<file path="config.mk">
export PLATFORM = sky130hd
export DESIGN_NAME = io_subsystem
export DESIGN_NICKNAME = d
export VERILOG_FILES = /design/src/rtl/io_bus_pkg.sv /design/src/rtl/io_dev_pkg.sv /design/src/rtl/interval_timer.sv /design/src/rtl/io_decode.sv /design/src/rtl/io_regs.sv /design/src/rtl/io_result.sv /design/src/rtl/io_subsystem.sv /design/src/rtl/irq_ctrl.sv /design/src/rtl/spi_lcd_tx.sv
export VERILOG_INCLUDE_DIRS = /design/src /design/src/rtl
export SDC_FILE = /design/constraint.sdc
export NUM_CORES = 1
export LEC_CHECK = 0
export BUFFER_PORTS_ARGS = -buffer_cell sky130_fd_sc_hd__buf_4
export CORE_ASPECT_RATIO = 1.25
export CORE_UTILIZATION = 36
export CTS_BUF_LIST = sky130_fd_sc_hd__clkbuf_16
export DETAILED_ROUTE_END_ITERATION = 6
export SYNTH_ARGS = -nofsm -noshare
export SYNTH_HDL_FRONTEND = slang
export SYNTH_SLANG_ARGS = --single-unit
</file>
<file path="constraint.sdc">
create_clock -name clk -period 4.55 [get_ports clk]
set_input_delay 0.455 -clock clk [delete_from_list [all_inputs] [get_ports clk]]
set_output_delay 0.455 -clock clk [all_outputs]
set_load 0.01 [all_outputs]
</file>
<file path="src/rtl/io_params.svh">
`ifndef IO_PARAMS_SVH
`define IO_PARAMS_SVH

// device select field of the bus address
`define IO_SEL_MSB 31
`define IO_SEL_LSB 29

// words held by the lcd queue
`define LCD_FIFO_DEPTH 16

// clk cycles per half sck period
`define SPI_CLK_DIV 2

// clk cycles per timer tick, short for simulation
`define TIMER_TICK_DIV 8

`endif

</file>
<file path="src/rtl/io_bus_pkg.sv">
package io_bus_pkg;

  // wishbone classic, master side
  typedef struct packed {
    logic        cyc;
    logic        stb;
    logic        we;
    logic [31:0] adr;
    logic [31:0] dat;
  } wb_req_t;

  // wishbone classic, slave side
  typedef struct packed {
    logic        ack;
    logic        err;
    logic [31:0] dat;
  } wb_rsp_t;

endpackage

</file>
<file path="src/rtl/io_dev_pkg.sv">
package io_dev_pkg;

  // device number from the top address bits
  typedef enum logic [2:0] {
    DEV_PORT     = 3'd0,
    DEV_LCD      = 3'd1,
    DEV_TIMER    = 3'd2,
    DEV_DAC1     = 3'd3,
    DEV_DAC2     = 3'd4,
    DEV_STATUS   = 3'd5,
    DEV_IRQ      = 3'd6,
    DEV_UNMAPPED = 3'd7
  } dev_sel_e;

  typedef struct packed {
    logic        valid;
    logic        we;
    dev_sel_e    sel;
    logic [31:0] wdata;
  } dev_cmd_t;

  // status word bits 3..0
  typedef struct packed {
    logic button1;
    logic button2;
    logic lcd_done;
    logic lcd_fifo_full;
  } dev_status_t;

  typedef logic [7:0] irq_vec_t; // bit 0 timer, bit 1 lcd done

endpackage

</file>
<file path="src/rtl/interval_timer.sv">
`timescale 1ns/10ps
`include "io_params.svh"

module interval_timer (
  input  logic                 clk,
  input  logic                 reset,
  input  io_dev_pkg::dev_cmd_t cmd,
  input  logic                 hit,
  output logic                 event_pulse,
  output logic [31:0]          count
);

  localparam int DIV   = `TIMER_TICK_DIV;
  localparam int PRE_W = $clog2(DIV + 1);

  logic [PRE_W-1:0] prescale;
  logic             tick;
  logic             load;

  assign load = cmd.valid && hit && cmd.we;
  assign tick = prescale == PRE_W'(DIV - 1);

  always_ff @(posedge clk) begin
    if (reset) begin
      prescale    <= '0;
      count       <= 32'd0;
      event_pulse <= 1'b0;
    end else begin
      event_pulse <= 1'b0;
      if (load) begin
        count    <= cmd.wdata; // zero stops the timer
        prescale <= '0;
      end else if (count != 32'd0) begin
        if (tick) begin
          prescale <= '0;
          count    <= count - 1'b1;
          if (count == 32'd1) begin
            event_pulse <= 1'b1;
          end
        end else begin
          prescale <= prescale + 1'b1;
        end
      end
    end
  end

endmodule

</file>
<file path="src/rtl/io_decode.sv">
`timescale 1ns/10ps
`include "io_params.svh"

module io_decode (
  input  logic                 clk,
  input  logic                 reset,
  input  io_bus_pkg::wb_req_t  bus_req,
  input  logic                 rsp_done,
  output io_dev_pkg::dev_cmd_t cmd,
  output logic [7:0]           dev_hit
);

  logic req;
  logic busy; // cycle taken, waiting for stb to drop
  logic take;

  assign req  = bus_req.cyc && bus_req.stb;
  assign take = !cmd.valid && !busy && req;

  always_ff @(posedge clk) begin
    if (reset) begin
      cmd.valid <= 1'b0;
      busy      <= 1'b0;
    end else begin
      if (cmd.valid && rsp_done) begin
        cmd.valid <= 1'b0;
      end else if (take) begin
        cmd.valid <= 1'b1;
        busy      <= 1'b1;
      end
      if (busy && !cmd.valid && !req) begin
        busy <= 1'b0;
      end
    end
    if (take) begin
      cmd.we    <= bus_req.we;
      cmd.sel   <= io_dev_pkg::dev_sel_e'(bus_req.adr[`IO_SEL_MSB:`IO_SEL_LSB]);
      cmd.wdata <= bus_req.dat;
    end
  end

  assign dev_hit = 8'd1 << cmd.sel;

  // held command must not move until the response retires it
  assert property (@(posedge clk) disable iff (reset)
    (cmd.valid && !rsp_done) |=> $stable(cmd));

endmodule

</file>
<file path="src/rtl/io_regs.sv">
`timescale 1ns/10ps

module io_regs (
  input  logic                 clk,
  input  logic                 reset,
  input  io_dev_pkg::dev_cmd_t cmd,
  input  logic [7:0]           dev_hit,
  output logic                 led,
  output logic                 lcd_reset,
  output logic                 timer_gate,
  output logic [4:0]           dac1_code,
  output logic [4:0]           dac2_code,
  output logic [2:0]           port_value
);

  logic wr;

  assign wr = cmd.valid && cmd.we;

  always_ff @(posedge clk) begin
    if (reset) begin
      led        <= 1'b0;
      lcd_reset  <= 1'b0;
      timer_gate <= 1'b0;
    end else if (wr && dev_hit[io_dev_pkg::DEV_PORT]) begin
      {timer_gate, lcd_reset, led} <= cmd.wdata[2:0];
    end
  end

  always_ff @(posedge clk) begin
    if (reset) begin
      dac1_code <= 5'd0;
    end else if (wr && dev_hit[io_dev_pkg::DEV_DAC1]) begin
      dac1_code <= cmd.wdata[4:0];
    end
  end

  always_ff @(posedge clk) begin
    if (reset) begin
      dac2_code <= 5'd0;
    end else if (wr && dev_hit[io_dev_pkg::DEV_DAC2]) begin
      dac2_code <= cmd.wdata[4:0];
    end
  end

  assign port_value = {timer_gate, lcd_reset, led}; // read back

endmodule

</file>
<file path="src/rtl/io_result.sv">
`timescale 1ns/10ps

module io_result (
  input  logic                    clk,
  input  logic                    reset,
  input  io_dev_pkg::dev_cmd_t    cmd,
  input  logic                    lcd_accept,
  input  logic [2:0]              port_value,
  input  logic [4:0]              dac1_code,
  input  logic [4:0]              dac2_code,
  input  logic [31:0]             timer_count,
  input  io_dev_pkg::irq_vec_t    irq,
  input  io_dev_pkg::dev_status_t status,
  output io_bus_pkg::wb_rsp_t     bus_rsp,
  output logic                    rsp_done
);

  logic        accept;
  logic        go;
  logic        go_err;
  logic [31:0] rdata;
  logic [31:0] rdata_q;

  always_comb begin
    case (cmd.sel)
      io_dev_pkg::DEV_PORT:   rdata = {29'd0, port_value};
      io_dev_pkg::DEV_TIMER:  rdata = timer_count;
      io_dev_pkg::DEV_DAC1:   rdata = {27'd0, dac1_code};
      io_dev_pkg::DEV_DAC2:   rdata = {27'd0, dac2_code};
      io_dev_pkg::DEV_STATUS: rdata = 32'(status);
      io_dev_pkg::DEV_IRQ:    rdata = 32'(irq);
      default:                rdata = 32'd0;
    endcase
  end

  // only the lcd can hold off a command
  assign accept   = (cmd.sel == io_dev_pkg::DEV_LCD) ? lcd_accept : 1'b1;
  assign rsp_done = cmd.valid && accept;

  always_ff @(posedge clk) begin
    if (reset) begin
      go          <= 1'b0;
      bus_rsp.ack <= 1'b0;
      bus_rsp.err <= 1'b0;
    end else begin
      go          <= rsp_done;
      bus_rsp.ack <= go && !go_err;
      bus_rsp.err <= go && go_err;
    end
    if (rsp_done) begin
      go_err  <= cmd.sel == io_dev_pkg::DEV_UNMAPPED;
      rdata_q <= rdata; // value at the accept edge
    end
    bus_rsp.dat <= rdata_q;
  end

  // single cycle response, ack and err exclusive
  assert property (@(posedge clk) disable iff (reset)
    (bus_rsp.ack || bus_rsp.err) |->
      !(bus_rsp.ack && bus_rsp.err) ##1 !(bus_rsp.ack || bus_rsp.err));

endmodule

</file>
<file path="src/rtl/io_subsystem.sv">
`timescale 1ns/10ps

module io_subsystem (
  input  logic                 clk,
  input  logic                 reset,
  input  io_bus_pkg::wb_req_t  bus_req,
  output io_bus_pkg::wb_rsp_t  bus_rsp,
  input  logic                 button1,
  input  logic                 button2,
  output logic                 led,
  output logic [4:0]           dac1_code,
  output logic [4:0]           dac2_code,
  output logic                 sck,
  output logic                 mosi,
  output logic                 ncs,
  output logic                 dc,
  output io_dev_pkg::irq_vec_t irq
);

  io_dev_pkg::dev_cmd_t cmd;
  logic [7:0]           dev_hit;
  logic                 rsp_done;
  logic                 lcd_accept;
  logic                 lcd_fifo_full;
  logic                 lcd_done;
  logic                 timer_event;
  logic [31:0]          timer_count;
  logic [2:0]           port_value;

  io_decode io_decode_inst (
    .clk      (clk),
    .reset    (reset),
    .bus_req  (bus_req),
    .rsp_done (rsp_done),
    .cmd      (cmd),
    .dev_hit  (dev_hit)
  );

  // lcd_reset and timer_gate only reach the outside through port reads
  io_regs io_regs_inst (
    .clk        (clk),
    .reset      (reset),
    .cmd        (cmd),
    .dev_hit    (dev_hit),
    .led        (led),
    .lcd_reset  (),
    .timer_gate (),
    .dac1_code  (dac1_code),
    .dac2_code  (dac2_code),
    .port_value (port_value)
  );

  spi_lcd_tx spi_lcd_tx_inst (
    .clk       (clk),
    .reset     (reset),
    .cmd       (cmd),
    .hit       (dev_hit[io_dev_pkg::DEV_LCD]),
    .accept    (lcd_accept),
    .fifo_full (lcd_fifo_full),
    .done      (lcd_done),
    .sck       (sck),
    .mosi      (mosi),
    .ncs       (ncs),
    .dc        (dc)
  );

  interval_timer interval_timer_inst (
    .clk         (clk),
    .reset       (reset),
    .cmd         (cmd),
    .hit         (dev_hit[io_dev_pkg::DEV_TIMER]),
    .event_pulse (timer_event),
    .count       (timer_count)
  );

  irq_ctrl irq_ctrl_inst (
    .clk     (clk),
    .reset   (reset),
    .cmd     (cmd),
    .hit     (dev_hit[io_dev_pkg::DEV_IRQ]),
    .sources ({6'd0, lcd_done, timer_event}),
    .irq     (irq)
  );

  io_result io_result_inst (
    .clk         (clk),
    .reset       (reset),
    .cmd         (cmd),
    .lcd_accept  (lcd_accept),
    .port_value  (port_value),
    .dac1_code   (dac1_code),
    .dac2_code   (dac2_code),
    .timer_count (timer_count),
    .irq         (irq),
    .status      ({button1, button2, lcd_done, lcd_fifo_full}),
    .bus_rsp     (bus_rsp),
    .rsp_done    (rsp_done)
  );

endmodule

</file>
<file path="src/rtl/irq_ctrl.sv">
`timescale 1ns/10ps

module irq_ctrl (
  input  logic                 clk,
  input  logic                 reset,
  input  io_dev_pkg::dev_cmd_t cmd,
  input  logic                 hit,
  input  io_dev_pkg::irq_vec_t sources,
  output io_dev_pkg::irq_vec_t irq
);

  io_dev_pkg::irq_vec_t src_q;
  io_dev_pkg::irq_vec_t rise;
  io_dev_pkg::irq_vec_t clear;

  assign rise  = sources & ~src_q;
  assign clear = (cmd.valid && hit && cmd.we) ? cmd.wdata[7:0] : '0;

  always_ff @(posedge clk) begin
    if (reset) begin
      src_q <= '1; // a source already high at reset is not an edge
      irq   <= '0;
    end else begin
      src_q <= sources;
      irq   <= (irq & ~clear) | rise; // new edge wins over clear
    end
  end

  // pending bit only appears after a low to high step on its source
  assert property (@(posedge clk) disable iff (reset)
    ((irq & ~$past(irq)) & ~($past(sources) & ~$past(sources, 2))) == '0);

endmodule

</file>
<file path="src/rtl/spi_lcd_tx.sv">
`timescale 1ns/10ps
`include "io_params.svh"

module spi_lcd_tx (
  input  logic                 clk,
  input  logic                 reset,
  input  io_dev_pkg::dev_cmd_t cmd,
  input  logic                 hit,
  output logic                 accept,
  output logic                 fifo_full,
  output logic                 done,
  output logic                 sck,
  output logic                 mosi,
  output logic                 ncs,
  output logic                 dc
);

  localparam int DEPTH = `LCD_FIFO_DEPTH;
  localparam int PTR_W = $clog2(DEPTH);
  localparam int DIV   = `SPI_CLK_DIV;
  localparam int DIV_W = $clog2(DIV + 1);

  logic [8:0]       mem [DEPTH]; // dc + data byte
  logic [PTR_W-1:0] wr_ptr;
  logic [PTR_W-1:0] rd_ptr;
  logic [PTR_W:0]   count;
  logic             empty;
  logic             push;
  logic             pop;
  logic             busy;
  logic             half_end;
  logic [7:0]       shift_q;
  logic [2:0]       bit_cnt;
  logic [DIV_W-1:0] div_cnt;

  assign empty     = count == '0;
  assign fifo_full = count == (PTR_W + 1)'(DEPTH);
  assign accept    = !(cmd.we && fifo_full); // stall writes only
  assign push      = cmd.valid && hit && cmd.we && !fifo_full;
  assign pop       = !busy && !empty;
  assign done      = empty && !busy;
  assign half_end  = busy && div_cnt == DIV_W'(DIV - 1);
  assign mosi      = shift_q[7];

  always_ff @(posedge clk) begin
    if (push) begin
      mem[wr_ptr] <= cmd.wdata[8:0];
    end
  end

  always_ff @(posedge clk) begin
    if (reset) begin
      wr_ptr <= '0;
      rd_ptr <= '0;
      count  <= '0;
    end else begin
      if (push) wr_ptr <= wr_ptr + 1'b1;
      if (pop) rd_ptr <= rd_ptr + 1'b1;
      if (push && !pop) count <= count + 1'b1;
      else if (pop && !push) count <= count - 1'b1;
    end
  end

  // mode 0, data sampled on rising sck
  always_ff @(posedge clk) begin
    if (reset) begin
      busy    <= 1'b0;
      ncs     <= 1'b1;
      sck     <= 1'b0;
      bit_cnt <= 3'd0;
      div_cnt <= '0;
    end else if (pop) begin
      busy    <= 1'b1;
      ncs     <= 1'b0;
      bit_cnt <= 3'd7;
      div_cnt <= '0;
    end else if (half_end) begin
      div_cnt <= '0;
      sck     <= !sck;
      if (sck && bit_cnt == 3'd0) begin
        busy <= 1'b0; // ncs rises with the last falling sck
        ncs  <= 1'b1;
      end else if (sck) begin
        bit_cnt <= bit_cnt - 1'b1;
      end
    end else if (busy) begin
      div_cnt <= div_cnt + 1'b1;
    end
  end

  always_ff @(posedge clk) begin
    if (pop) begin
      shift_q <= mem[rd_ptr][7:0];
      dc      <= mem[rd_ptr][8];
    end else if (half_end && sck) begin
      shift_q <= shift_q << 1;
    end
  end

  // a full queue with nothing leaving stays full, so no write got in
  assert property (@(posedge clk) disable iff (reset)
    (fifo_full && !pop) |=> fifo_full);

endmodule
</file>
==> run_results.csv <==
group,metric,value,unit
critical_path,cp_common_cell,"a21oi_1",
power_and_ir_drop,peakVddDrop,0.368,mV
sta,whs,103,ps
detailed_routing,drt-vias-per-instance,5.08,
power_and_ir_drop,seqPwrFrac,51.0,%
min_path,hold_path_depth,1,
critical_path,timing.critical_path.to_type,"flip-flop",
critical_path,setup.worst_path.class,"flip-flop to flip-flop",
finish,area_delta_synth_final,17.3,%
power_and_ir_drop,powerDensity,463,nW/um^2
logic_synthesis,syn_area,13300,sq um
logic_synthesis,post-synth-top-count-cell,"edfxtp_1",
logic_synthesis,async_reset_ff_share,0,%
grt,grt_max_degree,74,
clock_network,postCtsSetupBuffers,0,
critical_path,cp.required,4990,ps
floorplanning,io_pins,128,
sta,timing.final.ws_setup,1450,ps
detailed_routing,vias,7788,
placement,gp_congestion,0.786,
logic_synthesis,synth_ff_type,"edfxtp_1",
floorplanning,die_x,174,microns
finish,final_core_util,43.0,%
status,status,"finished clean",
detailed_routing,drtAntennaViolNets,0,
sta,fin_crit,3100,ps
logic_synthesis,post-synth-top-area-cell,"edfxtp_1",
logic_synthesis,synth_warnings,0,
power_and_ir_drop,combPwrFrac,12.8,%
logic_synthesis,synthCells,929,
power_and_ir_drop,internal_power,0.00548,W
sta,rsz0062_at_grt,"no",
floorplanning,rows,78,
detailed_routing,drc,0,
grt,grt_overflow,0,
grt,grt_pass1_vias,7755,
grt,antenna_found_initial,0,
detailed_routing,drt-wirelength-per-cell,17.9,microns
sta,worstMarginPinSlew,1160,ps
grt,grt_first_pass_wirelength,43600,microns
min_path,holdCritPathClass,"input port to flip-flop",
sta,setup_viol,0,
logic_synthesis,yosysUniqueCellTypes,53,
critical_path,crit_fanout,14,
clock_network,clock_latency,520,ps
run,cap_violations,0,
power_and_ir_drop,clkPwrFrac,36.2,%
floorplanning,die_h,217,microns
clock_network,cts_tree,"done",
finish,n_antenna_cell,0,
logic_synthesis,synth_seq_area_share,68.3,%
grt,grt_use_total,14.8,%
clock_network,cts_sinks,344,
clock_network,path_clk_slew,60,ps
floorplanning,core,36400,sq um
logic_synthesis,synth_seq_cells,344,
finish,layout.nets,1116,
sta,finalHoldViolations,0,
clock_network,cts_max_level,2,
floorplanning,die_area,37800,sq um
power_and_ir_drop,p_leak,5.56,nW
clock_network,ctsHoldBuffers,0,
power_and_ir_drop,sw_frac_of_total,24.3,%
detailed_routing,dr.pass1.iters,5,
placement,pre_cts_slack,1440,ps
power_and_ir_drop,switchingPower,0.00176,W
detailed_routing,wl,27400,microns
critical_path,cp_slowest_cell,"nor4_1",
logic_synthesis,synth_top_cells_by_count,"222 x edfxtp_1, 122 x dfxtp_1, 97 x nor2_1",
placement,dpl.hpwl,18500,microns
sta,fin_tns_setup,0,ps
clock_network,cts_buffer_depth,3,
sta,fmax,323,MHz
critical_path,r2r_cells,12,
floorplanning,initial_utilization,36.6,%
critical_path,max_stage_delay,620,ps
detailed_routing,drt_iter0_drc,341,
logic_synthesis,synth_top_area_share,50.0,%
logic_synthesis,synth_edf_count,222,
sta,maxSlewViolCount,0,
sta,finalCritPeriodShare,68.1,%
clock_network,cts_resized,0,
sta,fin_skew,19.8,ps
logic_synthesis,synthTopCellsByArea,"edfxtp_1 50%, dfxtp_1 18%, mux4_2 7.6%",
logic_synthesis,syn_avg_cell_area,14.3,sq um
critical_path,path_cells,"nor4_1 -> a21oi_1 -> buf_4 -> inv_1 -> ha_1 -> inv_1 -> fa_1 -> a21o_1 -> a21oi_1 -> xnor2_1 -> or3_1 -> a21oi_1",
logic_synthesis,synth_nets,1017,
finish,drive_gt1_share,20.8,%
sta,relSlewSlack,22.5,%
clock_network,cts_root_buf,"clkbuf_16",
clock_network,numCtsBuffers,34,
critical_path,crit_arrival,3540,ps
placement,port_buffers,98,
critical_path,crit_path_start_kind,"flip-flop",
## layer usage
metal	share of wire, %	routed length [microns]	vias up	global-route usage [%]
li1	-	-	3721	-
met1	41	11200	3824	17.8
met2	53	14400	199	26.8
met3	4.3	1170	44	2.52
met4	2.4	659	0	4.80
met5	0	0	-	0
## logic make-up after synthesis
group,share of synthesized area [%]
flops,68.3
simple gates,11.3
compound gates,5.93
buf+inv,2.06
fa+ha+maj,1.65
xor+xnor,1.25
mux,9.51
## path summary, 6_finish.rpt
| path | startpoint | end | slack, ps |
|---|---|---|---|
| max | spi_lcd_tx_inst.count[0]$_SDFFE_PP0P_ | spi_lcd_tx_inst.count[4]$_SDFFE_PP0P_ | 1450 |
| min | bus_req[24] | io_decode_inst.cmd[24]$_DFFE_PP_ | 100 |
| max reg2reg | spi_lcd_tx_inst.count[0]$_SDFFE_PP0P_ | spi_lcd_tx_inst.count[4]$_SDFFE_PP0P_ | 1450 |
| min reg2reg | io_result_inst.rdata_q[31]$_DFFE_PP_ | io_result_inst.bus_rsp[31]$_DFF_P_ | 340 |
## layout by cell type (no fill, tap or decap), types with 4 or more instances in the layout
master / n
buf_4: 114
xnor2_1: 13
ha_1: 16
and2_1: 26
nand2b_1: 8
mux4_2: 45
or3_1: 23
nor2b_1: 5
or2_2: 6
nand2_1: 54
xor2_1: 6
a21oi_1: 28
mux2i_1: 22
o31ai_1: 13
a311oi_1: 29
nor2_1: 97
nor3_1: 12
inv_1: 32
edfxtp_1: 222
clkbuf_16: 36
clkinv_1: 6
and3_1: 4
a211oi_1: 9
o21ai_0: 18
nor4_1: 8
nand3_1: 15
dfxtp_1: 120
or4_1: 19
nand4_1: 6
## final cells by class
type                       count  area [sq um]
inverter                      18          67.6
clock buffer                  36           901
fill                        3262         20800
tap                          480           601
sequential                   344          9110
clock inverter                26           153
multi-input combinational    516          3950
timing repair buffer         114           856
## metrics by stage
step	cells	area (sq um)	power (W)
global route	1534	15600	0.00757
detailed placement	1472	14600	0.00471
floorplan	929	13300	0.00439
global placement	1472	14600	0.00469
CTS	1534	15600	0.00735
finish	1534	15600	0.00724
## worst max-delay path, delay by kind of cell, from the launching register on
kind,cells,cell delay [ps]
flip-flops,1,360
buffers and inverters,3,420
AND/OR/NAND/NOR,2,920
adder cells (fa/ha/maj),2,600
AO/OA/AOI/OAI,4,640
XOR/XNOR,1,90
## flip-flops by register name, indices dropped and copies added, names as in the netlist, 3 cells and up, named ones only
register / count
interval_timer_inst.prescale: 4
io_regs_inst.dac1_code: 5
io_regs_inst.dac2_code: 5
io_result_inst.bus_rsp: 34
spi_lcd_tx_inst.rd_ptr: 4
spi_lcd_tx_inst.count: 5
io_decode_inst.cmd: 37
interval_timer_inst.count: 32
irq_ctrl_inst.irq: 8
spi_lcd_tx_inst.wr_ptr: 4
io_result_inst.rdata_q: 32
spi_lcd_tx_inst.shift_q: 8
spi_lcd_tx_inst.bit_cnt: 3
spi_lcd_tx_inst.mem: 144
## power groups by stage
stage	sequential (W)	combinational, W	clock (W)
after detailed placement	0.00377	0.000938	0
final	0.00369	0.000925	0.00262
after global placement	0.00376	0.000925	0
after global routing	0.00373	0.00102	0.00282
after CTS	0.00370	0.000943	0.00270
after floorplan	0.00366	0.000735	0
(Power assumes the default switching activity.)
